`config.mk`:
```
export PLATFORM = sky130hd
export DESIGN_NAME = axi_uart_top
export DESIGN_NICKNAME = d
export VERILOG_FILES = /design/src/hdl/axi_uart_pkg.sv /design/src/hdl/uart_fifo.sv /design/src/hdl/uart_tx.sv /design/src/hdl/uart_rx.sv /design/src/hdl/uart_axi_slave.sv /design/src/hdl/axi_uart_top.sv
export VERILOG_INCLUDE_DIRS = /design/src /design/src/hdl
export SDC_FILE = /design/constraint.sdc
export NUM_CORES = 1
export LEC_CHECK = 0
export ABC_CLOCK_PERIOD_IN_PS = 4300
export BUFFER_PORTS_ARGS = -buffer_cell sky130_fd_sc_hd__buf_2
export CORE_MARGIN = 2
export CORE_UTILIZATION = 50
export DETAILED_ROUTE_END_ITERATION = 8
export PLACE_DENSITY = 0.78
export SYNTH_ARGS = -nofsm -noshare
export SYNTH_HDL_FRONTEND = slang
export SYNTH_SLANG_ARGS = --single-unit
```
`constraint.sdc`:
```
create_clock -name fixed_clk_i -period 4.3 [get_ports fixed_clk_i]
set_clock_uncertainty 0.05 [all_clocks]
set_input_delay 0.645 -clock fixed_clk_i [delete_from_list [all_inputs] [get_ports fixed_clk_i]]
set_output_delay 0.645 -clock fixed_clk_i [all_outputs]
set_load 0.01 [all_outputs]
```
`src/hdl/axi_uart_defs.svh`:
```
// Widths, FIFO depth, register offsets and bit positions of the AXI-Lite UART.
// Included by the package and by every RTL file.
`ifndef AXI_UART_DEFS_SVH
`define AXI_UART_DEFS_SVH

`define AXI_UART_ADDR_W   5     // byte address
`define AXI_UART_DATA_W   32
`define AXI_UART_LSB_W    2     // byte offset inside a word
`define UART_DATA_W       8
`define UART_DIV_W        16
`define UART_FIFO_DEPTH   8
`define UART_DIV_INIT     434   // clocks per bit after reset

`define UART_REG_RBR_THR  0     // word offsets
`define UART_REG_IER      1
`define UART_REG_LCR      3
`define UART_REG_LSR      5
`define UART_REG_DIV      7

`define UART_LCR_STOP     0     // 0 one stop bit, 1 two
`define UART_LCR_PEN      1
`define UART_LCR_PMODE    2     // 0 even, 1 odd
`define UART_LCR_DLAB     7

`define UART_LSR_DR       0
`define UART_LSR_THRE     5
`define UART_LSR_TEMT     6

`endif

```
`src/hdl/axi_uart_pkg.sv`:
```
// Types shared by the UART blocks: AXI-Lite channel bundles, line configuration
// and the field views of a register word.
`include "axi_uart_defs.svh"

package axi_uart_pkg;

  typedef struct packed {
    logic [`AXI_UART_ADDR_W-1:0] awaddr;
    logic                        awvalid;
    logic [`AXI_UART_DATA_W-1:0] wdata;
    logic                        wvalid;
    logic                        bready;
  } axi_wr_req_t;

  typedef struct packed {
    logic awready;
    logic wready;
    logic bvalid;
  } axi_wr_rsp_t;

  typedef struct packed {
    logic [`AXI_UART_ADDR_W-1:0] araddr;
    logic                        arvalid;
    logic                        rready;
  } axi_rd_req_t;

  typedef struct packed {
    logic                        arready;
    logic [`AXI_UART_DATA_W-1:0] rdata;
    logic                        rvalid;
  } axi_rd_rsp_t;

  typedef struct packed {
    logic                   stop_bits;
    logic                   parity_en;
    logic                   parity_mode;
    logic [`UART_DIV_W-1:0] divisor;
  } uart_cfg_t;

  typedef struct packed {
    logic [`AXI_UART_DATA_W-`UART_LCR_DLAB-2:0]      rsvd_hi;
    logic                                            dlab;
    logic [`UART_LCR_DLAB-`UART_LCR_PMODE-2:0]       rsvd_lo;
    logic                                            parity_mode;
    logic [`UART_LCR_PMODE-`UART_LCR_PEN-1:0]        parity_en;
    logic [`UART_LCR_PEN-`UART_LCR_STOP-1:0]         stop_bits;
  } lcr_t;

  typedef struct packed {
    logic [`AXI_UART_DATA_W-`UART_LSR_TEMT-2:0]      rsvd_hi;
    logic                                            temt;
    logic                                            thre;
    logic [`UART_LSR_THRE-`UART_LSR_DR-2:0]          rsvd_lo;
    logic                                            data_ready;
  } lsr_t;

  // one bus word seen raw or through a register layout
  typedef union packed {
    logic [`AXI_UART_DATA_W-1:0] raw;
    lcr_t                        lcr;
    lsr_t                        lsr;
  } axi_word_u;

endpackage

```
`src/hdl/uart_fifo.sv`:
```
`timescale 1ns/1ps
// Synchronous circular-buffer FIFO for UART characters, one instance per
// direction. Head entry is visible on data_o while not empty.
`include "axi_uart_defs.svh"

module uart_fifo #(
  parameter int DEPTH = `UART_FIFO_DEPTH
) (
  input  logic                    fixed_clk_i,
  input  logic                    axi_aresetn_i,
  input  logic                    push_i,
  input  logic [`UART_DATA_W-1:0] data_i,
  input  logic                    pop_i,
  output logic [`UART_DATA_W-1:0] data_o,
  output logic                    empty_o,
  output logic                    full_o
);
  localparam int PTR_W = (DEPTH > 1) ? $clog2(DEPTH) : 1;

  logic [`UART_DATA_W-1:0] mem [DEPTH];
  logic [PTR_W-1:0]        wr_ptr, rd_ptr;
  logic [PTR_W:0]          count;
  logic                    do_push, do_pop;

  assign do_push = push_i && !full_o;  // push into a full FIFO is lost
  assign do_pop  = pop_i && !empty_o;
  assign empty_o = (count == '0);
  assign full_o  = (count == (PTR_W+1)'(DEPTH));
  assign data_o  = mem[rd_ptr];

  always_ff @(posedge fixed_clk_i) begin
    if (do_push) mem[wr_ptr] <= data_i;
  end

  always_ff @(posedge fixed_clk_i or negedge axi_aresetn_i) begin
    if (!axi_aresetn_i) begin
      wr_ptr <= '0;
      rd_ptr <= '0;
      count  <= '0;
    end else begin
      if (do_push) wr_ptr <= (wr_ptr == PTR_W'(DEPTH-1)) ? '0 : wr_ptr + 1'b1;
      if (do_pop)  rd_ptr <= (rd_ptr == PTR_W'(DEPTH-1)) ? '0 : rd_ptr + 1'b1;
      case ({do_push, do_pop})
        2'b10:   count <= count + 1'b1;
        2'b01:   count <= count - 1'b1;
        default: ;  // both or neither leaves occupancy
      endcase
    end
  end

endmodule

```
`src/hdl/uart_tx.sv`:
```
`timescale 1ns/1ps
// UART serializer. Pops a byte from the tx FIFO when idle and sends start,
// eight data bits LSB first, optional parity and one or two stop bits.
`include "axi_uart_defs.svh"

module uart_tx (
  input  logic                    fixed_clk_i,
  input  logic                    axi_aresetn_i,
  input  axi_uart_pkg::uart_cfg_t cfg_i,
  input  logic [`UART_DATA_W-1:0] data_i,
  input  logic                    empty_i,
  output logic                    pop_o,
  output logic                    busy_o,
  output logic                    uart_tx_o
);
  typedef enum logic [2:0] {TX_IDLE, TX_START, TX_DATA, TX_PARITY, TX_STOP} tx_state_e;

  tx_state_e               state_q;
  logic [`UART_DIV_W-1:0]  baud_cnt;
  logic [2:0]              bit_cnt;
  logic [`UART_DATA_W-1:0] shift_q;
  logic                    parity_q;
  logic                    bit_done;

  assign bit_done = (baud_cnt == cfg_i.divisor - 1'b1);
  assign pop_o    = (state_q == TX_IDLE) && !empty_i;
  assign busy_o   = (state_q != TX_IDLE);

  always_ff @(posedge fixed_clk_i) begin
    if (pop_o) begin
      shift_q  <= data_i;
      parity_q <= ^data_i ^ cfg_i.parity_mode;  // odd mode inverts
    end else if (bit_done && (state_q == TX_START || state_q == TX_DATA)) begin
      shift_q <= shift_q >> 1;
    end
  end

  always_ff @(posedge fixed_clk_i or negedge axi_aresetn_i) begin
    if (!axi_aresetn_i) begin
      state_q   <= TX_IDLE;
      baud_cnt  <= '0;
      bit_cnt   <= '0;
      uart_tx_o <= 1'b1;  // line idles high
    end else begin
      baud_cnt <= (state_q == TX_IDLE || bit_done) ? '0 : baud_cnt + 1'b1;
      case (state_q)
        TX_IDLE: if (pop_o) begin
          uart_tx_o <= 1'b0;
          state_q   <= TX_START;
        end
        TX_START: if (bit_done) begin
          uart_tx_o <= shift_q[0];
          bit_cnt   <= '0;
          state_q   <= TX_DATA;
        end
        TX_DATA: if (bit_done) begin
          bit_cnt <= bit_cnt + 1'b1;  // wraps to 0 for the stop count
          if (bit_cnt != 3'd7) begin
            uart_tx_o <= shift_q[0];
          end else if (cfg_i.parity_en) begin
            uart_tx_o <= parity_q;
            state_q   <= TX_PARITY;
          end else begin
            uart_tx_o <= 1'b1;
            state_q   <= TX_STOP;
          end
        end
        TX_PARITY: if (bit_done) begin
          uart_tx_o <= 1'b1;
          state_q   <= TX_STOP;
        end
        TX_STOP: if (bit_done) begin
          if (bit_cnt == {2'b00, cfg_i.stop_bits}) state_q <= TX_IDLE;
          else bit_cnt <= bit_cnt + 1'b1;
        end
        default: state_q <= TX_IDLE;
      endcase
    end
  end

endmodule

```
`src/hdl/uart_rx.sv`:
```
`timescale 1ns/1ps
// UART deserializer. Synchronizes the line, samples each bit at its middle and
// pushes the byte only when parity and the first stop bit are good.
`include "axi_uart_defs.svh"

module uart_rx (
  input  logic                    fixed_clk_i,
  input  logic                    axi_aresetn_i,
  input  axi_uart_pkg::uart_cfg_t cfg_i,
  input  logic                    uart_rx_i,
  output logic                    push_o,
  output logic [`UART_DATA_W-1:0] data_o
);
  typedef enum logic [2:0] {RX_IDLE, RX_START, RX_DATA, RX_PARITY, RX_STOP} rx_state_e;

  rx_state_e              state_q;
  logic                   rx_meta, rx_s;
  logic [`UART_DIV_W-1:0] baud_cnt;
  logic [2:0]             bit_cnt;
  logic                   par_err;
  logic                   sample;

  // half a bit into the start bit, then one full bit per sample
  assign sample = (state_q == RX_START) ? (baud_cnt == (cfg_i.divisor >> 1))
                                        : (baud_cnt == cfg_i.divisor - 1'b1);

  always_ff @(posedge fixed_clk_i) begin
    if (state_q == RX_DATA && sample) data_o <= {rx_s, data_o[`UART_DATA_W-1:1]};
  end

  always_ff @(posedge fixed_clk_i or negedge axi_aresetn_i) begin
    if (!axi_aresetn_i) begin
      rx_meta  <= 1'b1;
      rx_s     <= 1'b1;
      state_q  <= RX_IDLE;
      baud_cnt <= '0;
      bit_cnt  <= '0;
      par_err  <= 1'b0;
      push_o   <= 1'b0;
    end else begin
      rx_meta  <= uart_rx_i;  // two-flop synchronizer
      rx_s     <= rx_meta;
      push_o   <= 1'b0;
      baud_cnt <= (state_q == RX_IDLE || sample) ? '0 : baud_cnt + 1'b1;
      case (state_q)
        RX_IDLE: if (!rx_s) begin
          par_err <= 1'b0;
          state_q <= RX_START;
        end
        RX_START: if (sample) begin
          bit_cnt <= '0;
          state_q <= rx_s ? RX_IDLE : RX_DATA;  // glitch, not a start bit
        end
        RX_DATA: if (sample) begin
          bit_cnt <= bit_cnt + 1'b1;
          if (bit_cnt == 3'd7) state_q <= cfg_i.parity_en ? RX_PARITY : RX_STOP;
        end
        RX_PARITY: if (sample) begin
          par_err <= rx_s ^ (^data_o) ^ cfg_i.parity_mode;
          state_q <= RX_STOP;
        end
        RX_STOP: if (sample) begin
          push_o  <= rx_s && !par_err;  // bad frames are dropped
          state_q <= RX_IDLE;
        end
        default: state_q <= RX_IDLE;
      endcase
    end
  end

endmodule

```
`src/hdl/uart_axi_slave.sv`:
```
`timescale 1ns/1ps
// AXI4-Lite register slave of the UART. Separate read and write handshake FSMs,
// the LCR, IER and divisor registers, LSR status and the receive interrupt.
`include "axi_uart_defs.svh"

module uart_axi_slave (
  input  logic                      fixed_clk_i,
  input  logic                      axi_aresetn_i,
  input  axi_uart_pkg::axi_wr_req_t wr_req_i,
  output axi_uart_pkg::axi_wr_rsp_t wr_rsp_o,
  input  axi_uart_pkg::axi_rd_req_t rd_req_i,
  output axi_uart_pkg::axi_rd_rsp_t rd_rsp_o,
  input  logic [`UART_DATA_W-1:0]   rx_data_i,
  input  logic                      rx_empty_i,
  output logic                      rx_pop_o,
  input  logic                      tx_full_i,
  input  logic                      tx_empty_i,
  input  logic                      tx_busy_i,
  output logic                      tx_push_o,
  output logic [`UART_DATA_W-1:0]   tx_data_o,
  output axi_uart_pkg::uart_cfg_t   cfg_o,
  output logic                      read_interrupt_o
);
  import axi_uart_pkg::*;

  typedef enum logic {IDLE, ACK} bus_state_e;

  bus_state_e                                  wr_state, rd_state;
  logic [`AXI_UART_ADDR_W-`AXI_UART_LSB_W-1:0] wr_off, rd_off;
  axi_word_u                                   wr_word, rd_word;
  lcr_t                                        lcr_q;
  logic                                        ier_q;
  logic [`UART_DIV_W-1:0]                      div_q;
  logic                                        awready_q, wready_q, bvalid_q;
  logic                                        arready_q, rvalid_q;
  logic [`AXI_UART_DATA_W-1:0]                 rdata_q;
  logic                                        thr_stall, wr_start, rd_start;
  logic                                        rbr_hit;

  assign wr_off      = wr_req_i.awaddr[`AXI_UART_ADDR_W-1:`AXI_UART_LSB_W];
  assign rd_off      = rd_req_i.araddr[`AXI_UART_ADDR_W-1:`AXI_UART_LSB_W];
  assign wr_word.raw = wr_req_i.wdata;

  // THR write waits in idle until the tx FIFO has room
  assign thr_stall = (wr_off == `UART_REG_RBR_THR) && !lcr_q.dlab && tx_full_i;
  assign wr_start  = (wr_state == IDLE) && wr_req_i.awvalid && wr_req_i.wvalid && !thr_stall;
  assign rd_start  = (rd_state == IDLE) && rd_req_i.arvalid;
  assign rbr_hit   = (rd_off == `UART_REG_RBR_THR) && !lcr_q.dlab && !rx_empty_i;

  assign wr_rsp_o = '{awready: awready_q, wready: wready_q, bvalid: bvalid_q};
  assign rd_rsp_o = '{arready: arready_q, rdata: rdata_q, rvalid: rvalid_q};
  assign cfg_o    = '{stop_bits:   lcr_q.stop_bits,
                      parity_en:   lcr_q.parity_en,
                      parity_mode: lcr_q.parity_mode,
                      divisor:     div_q};

  always_ff @(posedge fixed_clk_i or negedge axi_aresetn_i) begin
    if (!axi_aresetn_i) begin
      wr_state  <= IDLE;
      awready_q <= 1'b0;
      wready_q  <= 1'b0;
      bvalid_q  <= 1'b0;
      tx_push_o <= 1'b0;
      lcr_q     <= '0;
      ier_q     <= 1'b0;
      div_q     <= `UART_DIV_W'(`UART_DIV_INIT);
    end else begin
      awready_q <= 1'b0;  // ready lasts a single cycle
      wready_q  <= 1'b0;
      tx_push_o <= 1'b0;
      case (wr_state)
        IDLE: if (wr_start) begin
          awready_q <= 1'b1;
          wready_q  <= 1'b1;
          bvalid_q  <= 1'b1;
          wr_state  <= ACK;
          case (wr_off)
            `UART_REG_RBR_THR: tx_push_o <= !lcr_q.dlab;  // dropped under DLAB
            `UART_REG_IER:     if (!lcr_q.dlab) ier_q <= wr_word.raw[0];
            `UART_REG_LCR:     lcr_q <= wr_word.lcr;
            `UART_REG_DIV:     if (lcr_q.dlab) div_q <= wr_word.raw[`UART_DIV_W-1:0];
            default: ;         // unmapped, complete with no effect
          endcase
        end
        ACK: if (wr_req_i.bready) begin
          bvalid_q <= 1'b0;
          wr_state <= IDLE;
        end
        default: wr_state <= IDLE;
      endcase
    end
  end

  always_ff @(posedge fixed_clk_i) begin
    if (wr_start) tx_data_o <= wr_word.raw[`UART_DATA_W-1:0];
  end

  // read word mux, LSR assembled through its field view
  always_comb begin
    rd_word = '0;
    case (rd_off)
      `UART_REG_RBR_THR: if (rbr_hit) rd_word.raw[`UART_DATA_W-1:0] = rx_data_i;
      `UART_REG_IER:     rd_word.raw[0] = ier_q;
      `UART_REG_LCR:     rd_word.lcr = lcr_q;
      `UART_REG_LSR: begin
        rd_word.lsr.data_ready = !rx_empty_i;
        rd_word.lsr.thre       = !tx_full_i;
        rd_word.lsr.temt       = tx_empty_i && !tx_busy_i;
      end
      `UART_REG_DIV:     rd_word.raw[`UART_DIV_W-1:0] = div_q;
      default: ;
    endcase
  end

  always_ff @(posedge fixed_clk_i or negedge axi_aresetn_i) begin
    if (!axi_aresetn_i) begin
      rd_state  <= IDLE;
      arready_q <= 1'b0;
      rvalid_q  <= 1'b0;
      rx_pop_o  <= 1'b0;
    end else begin
      arready_q <= 1'b0;
      rx_pop_o  <= 1'b0;
      case (rd_state)
        IDLE: if (rd_start) begin
          arready_q <= 1'b1;
          rvalid_q  <= 1'b1;
          rx_pop_o  <= rbr_hit;  // pop lands with arready
          rd_state  <= ACK;
        end
        ACK: if (rd_req_i.rready) begin
          rvalid_q <= 1'b0;
          rd_state <= IDLE;
        end
        default: rd_state <= IDLE;
      endcase
    end
  end

  always_ff @(posedge fixed_clk_i) begin
    if (rd_start) rdata_q <= rd_word.raw;  // held through the ack state
  end

  always_ff @(posedge fixed_clk_i or negedge axi_aresetn_i) begin
    if (!axi_aresetn_i) begin
      read_interrupt_o <= 1'b0;
    end else begin
      read_interrupt_o <= !rx_empty_i && ier_q;
    end
  end

endmodule

```
`src/hdl/axi_uart_top.sv`:
```
`timescale 1ns/1ps
// AXI4-Lite UART top level. Connects the register slave, both FIFOs and the
// serial transmitter and receiver; everything runs on fixed_clk_i.
`include "axi_uart_defs.svh"

module axi_uart_top (
  input  logic                      fixed_clk_i,
  input  logic                      axi_aresetn_i,
  input  axi_uart_pkg::axi_wr_req_t axi_wr_req_i,
  output axi_uart_pkg::axi_wr_rsp_t axi_wr_rsp_o,
  input  axi_uart_pkg::axi_rd_req_t axi_rd_req_i,
  output axi_uart_pkg::axi_rd_rsp_t axi_rd_rsp_o,
  input  logic                      uart_rx_i,
  output logic                      uart_tx_o,
  output logic                      read_interrupt_o
);
  import axi_uart_pkg::*;

  uart_cfg_t              cfg;
  logic                   rx_push, rx_pop, rx_empty;
  logic [`UART_DATA_W-1:0] rx_byte, rx_head;
  logic                   tx_push, tx_pop, tx_empty, tx_full, tx_busy;
  logic [`UART_DATA_W-1:0] tx_byte, tx_head;

  uart_axi_slave uart_axi_slave_inst (
    .fixed_clk_i (fixed_clk_i), .axi_aresetn_i (axi_aresetn_i),
    .wr_req_i    (axi_wr_req_i), .wr_rsp_o (axi_wr_rsp_o),
    .rd_req_i    (axi_rd_req_i), .rd_rsp_o (axi_rd_rsp_o),
    .rx_data_i   (rx_head), .rx_empty_i (rx_empty), .rx_pop_o (rx_pop),
    .tx_full_i   (tx_full), .tx_empty_i (tx_empty), .tx_busy_i (tx_busy),
    .tx_push_o   (tx_push), .tx_data_o (tx_byte),
    .cfg_o       (cfg), .read_interrupt_o (read_interrupt_o)
  );

  uart_fifo #(.DEPTH(`UART_FIFO_DEPTH)) rx_fifo (
    .fixed_clk_i (fixed_clk_i), .axi_aresetn_i (axi_aresetn_i),
    .push_i      (rx_push), .data_i (rx_byte), .pop_i (rx_pop),
    .data_o      (rx_head), .empty_o (rx_empty), .full_o ()
  );

  uart_fifo #(.DEPTH(`UART_FIFO_DEPTH)) tx_fifo (
    .fixed_clk_i (fixed_clk_i), .axi_aresetn_i (axi_aresetn_i),
    .push_i      (tx_push), .data_i (tx_byte), .pop_i (tx_pop),
    .data_o      (tx_head), .empty_o (tx_empty), .full_o (tx_full)
  );

  uart_tx uart_tx_inst (
    .fixed_clk_i (fixed_clk_i), .axi_aresetn_i (axi_aresetn_i), .cfg_i (cfg),
    .data_i      (tx_head), .empty_i (tx_empty),
    .pop_o       (tx_pop), .busy_o (tx_busy), .uart_tx_o (uart_tx_o)
  );

  uart_rx uart_rx_inst (
    .fixed_clk_i (fixed_clk_i), .axi_aresetn_i (axi_aresetn_i), .cfg_i (cfg),
    .uart_rx_i   (uart_rx_i), .push_o (rx_push), .data_o (rx_byte)
  );

endmodule

```
==> summary.md <==
The launch point of the critical path was uart_axi_slave_inst.div_q[2]. In this run, the number of DRC markers left after iteration 0 of detailed routing was 722. Across the whole layout, storage elements account for 0.00874 sq mm. Adding up every negative setup slack in the final design gives 0 ns. Including well taps, the total number of placed cells is 1511. The path depth of the worst reg2reg path is 9, and the shortest period the worst path allows is 3.95 ns. Among all flip-flop cells after synthesis, the most frequent one is edfxtp_1. Max-slew violation count: 0. The first global-routing pass estimated 49.9 mm of wire.

The area growth from synthesis to layout is 13.3%. The hold violation total from the final report is 0. Ranked by instance count, the synthesized netlist is headed by edfxtp_1, dfrtp_1, nor2_1.

The ratio of cells with drive above 1 in the final layout was 0.219. Ranked by total cell area, the synthesized netlist is headed by edfxtp_1, dfrtp_1, mux4_2. For this design the top-level I/O count stands at 89. The run gives 73 as the count of different cell masters after synthesis. OpenSTA, run right after detailed placement, puts the worst setup slack at 0.401 ns. After detailed routing, the number of remaining DRC violations is 0. Setup repair after global routing left no endpoint under its margin.

Slew at the pin closest to its max-slew limit: 1.16 ns. The clock-pin slew of the registers on the worst-case setup and hold paths was 0.06 ns; the number of instances in the synthesized netlist was 1086. The tools report the post-synthesis sequential area ratio as 0.605.

The tree is rooted in a clkbuf_16. The most common cell in the synthesized netlist is edfxtp_1. TritonCTS built the clock tree. All-layer global routing usage: 0.209. Across all register-to-register paths, the minimum setup slack is 0.35 ns.

The launch point of the worst reg-to-reg path is uart_axi_slave_inst.div_q[2]. The tools report the kind of end point of the critical path as a flip-flop. The post-route standard cell area excluding fillers was 0.0164 sq mm. Setup violations remaining at the end of the flow were counted as 0. The run finished with clean final reports.

The tools report the number of CTS-inserted buffers as 34. The routed via count came out at 8951. After global routing the overflow that remains totals 0.

Yosys mapped a number of flops with a built-in enable equal to 185. The proportion of netlist area held by the largest area contributor was 0.384. The worst hold path belongs to the class input port to asynchronous set/reset pin. The final layout contains routed wiring with a total length of 31.0 mm.

The final layout contains 1236 nets. The via density per instance works out to 5.69. The worst register-to-register path ends at uart_tx_inst.shift_q[6]. Counting every sink on the clock net gives 312. The analysis attributes to cell leakage a power of 6.48 nW.

The worst path meets setup with 0.345 ns of slack. VDD sags by at most 309 uV. Along the worst path, the maximum fanout reaches 10. Dividing the synthesized area by the synthesized cell count gives 13.3 sq um. The average detailed-routed wire length per instance is 19.7 um, and the multi-input combinational cell area is 0.00532 sq mm. The number of antenna violations at the first check in global routing is 3, and the flop and latch count out of synthesis is 312.

Clock latency on the worst-skew pair, taken at its later pin, is 0.52 ns. Once placement finished, the instance area stood at 0.0152 sq mm. CTS built an H-tree with a depth of 2.

The first detailed-routing pass took 5 iterations. The logs give 253 MHz for the highest achievable clock rate and 0 for the count of maximum capacitance violations. The tools report the die outline area as 0.0303 sq mm. The relative slew slack is 0.222, and the die width is 174 um. The floorplan has 62 rows. The share of the clock period used by the worst path was 0.920; the half-perimeter wire length of the detailed placement result was 21.0 mm.

The run gives 1574 as the non-filler instance count after layout. Dividing total power by cell area gives a power density of 530 mW/mm^2. Residual antenna-violating net count after detailed routing: 0. The starting density of the core came out at 0.506. Hold repair after CTS inserted 0 buffers.

Cell type with the highest aggregate area in the netlist: edfxtp_1. The Yosys step of the flow raised 0 warnings. Port buffering added 84 buffers. At the end of routability-driven placement, the weighted congestion stood at 0.912. Entering global routing, the biggest net connects 68 pins. The share of flip-flops with an asynchronous set or reset after synthesis was 0.407; the required time of the critical path was 4.45 ns. The maximum number of buffers from clock root to sink was 3.

The critical path is of the flip-flop to flip-flop type. The die height was 174 um. Data on the critical path arrives at its endpoint at 4.11 ns.

The number of nets in the synthesized netlist was 1159; the number of filler instances in the final layout was 2291. The post-synth design cell area is 0.0145 sq mm, and the total design power is 8.69 mW. The via count of the first global-routing pass was 9144; the placeable core region was 0.0285 sq mm.

STA classifies the critical path startpoint as a flip-flop.
==> layout make-up <==
| class | instances | area share |
|---|---|---|
| clock buffer | 43 | 0.0559 |
| antenna | 2 | 0.000306 |
| inverter | 28 | 0.00642 |
| sequential | 312 | 0.534 |
| clock inverter | 18 | 0.0131 |
| timing repair buffer | 105 | 0.0357 |
| tap | 384 | 0.0293 |
| multi-input combinational | 682 | 0.325 |
==> critical path, stage by stage, from the launching register on <==
cell	delay, ns
dfrtp_1	0.50
nor3_1	0.76
nand3_1	0.26
xnor3_1	0.24
or3b_1	0.42
or4_4	0.59
nor3_1	0.33
o21ai_0	0.16
a21oi_1	0.15
buf_4	0.19
==> cell usage in the layout (no fill, tap or decap), drive strengths merged, types with 12 or more instances in the layout <==
cell	n
and3	13
nor3	32
xor2	34
ha	21
clkbuf	43
buf	105
mux2	53
dfrtp	119
and2	22
nor2	78
nor2b	12
xnor2	54
nand3	27
mux2i	25
o21ai	42
nand2b	17
a21oi	15
mux4	33
nand2	62
edfxtp	185
inv	30
==> registers in the layout (all words and copies together), names as in the netlist, 4 cells and up <==
register and count:
rx_fifo.count 4, rx_fifo.mem 64, tx_fifo.count 4, tx_fifo.mem 64, uart_axi_slave_inst.div_q 16, uart_axi_slave_inst.lcr_q 29
uart_axi_slave_inst.rdata_q 32, uart_axi_slave_inst.tx_data_o 8, uart_rx_inst.baud_cnt 16, uart_rx_inst.data_o 8, uart_tx_inst.baud_cnt 16, uart_tx_inst.shift_q 8
==> timing repair <==
item | in CTS | in global routing
buffers inserted | 0 | 0
endpoints found under the setup margin | 0 | 1
resized for setup | 0 | 1
endpoints found under the hold margin | 0 | 0
==> through the flow <==
step / hold WS [ns] / utilization
floorplan: 0.295 / -
global placement: 0.303 / 0.534
detailed placement: 0.304 / 0.534
CTS: 0.108 / 0.573
global route: 0.128 / 0.573
finish: 0.0771 / 0.574
==> how the worst max path moves through the flow <==
stage | cells past startpoint | endpoint | slack (ns)
after floorplan | 11 | uart_tx_inst.shift_q[0] | 0.36
after global placement | 11 | uart_tx_inst.shift_q[6] | 0.48
after detailed placement | 10 | uart_tx_inst.baud_cnt[13] | 0.40
after CTS | 8 | uart_tx_inst.baud_cnt[2] | 0.35
after global routing | 11 | uart_tx_inst.shift_q[4] | 0.07
final | 9 | uart_tx_inst.shift_q[6] | 0.35
==> metal layers <==
metal	vias to the layer above	wire, um	global-route usage
met5	-	11	0
met2	241	15400	0.354
met4	2	816	0.0641
met1	4487	13100	0.279
li1	4154	-	-
met3	67	1650	0.0335
==> power by group <==
part           total [mW]  internal [mW]  switching (mW)  leakage [nW]
Clock                2.92           1.76            1.16         0.547
Combinational        1.91          0.928           0.985          2.60
Sequential           3.85           3.49           0.365          3.33
Total                8.69           6.18            2.51          6.48
==> kinds of logic after synthesis <==
group / share of synthesized area
AO/OA/AOI/OAI: 0.0639
buffers and inverters: 0.0273
adder cells (fa/ha/maj): 0.0210
flip-flops: 0.605
multiplexers: 0.110
XOR/XNOR: 0.0580
AND/OR/NAND/NOR: 0.115
Note: power is estimated with default switching activity, not from simulation.
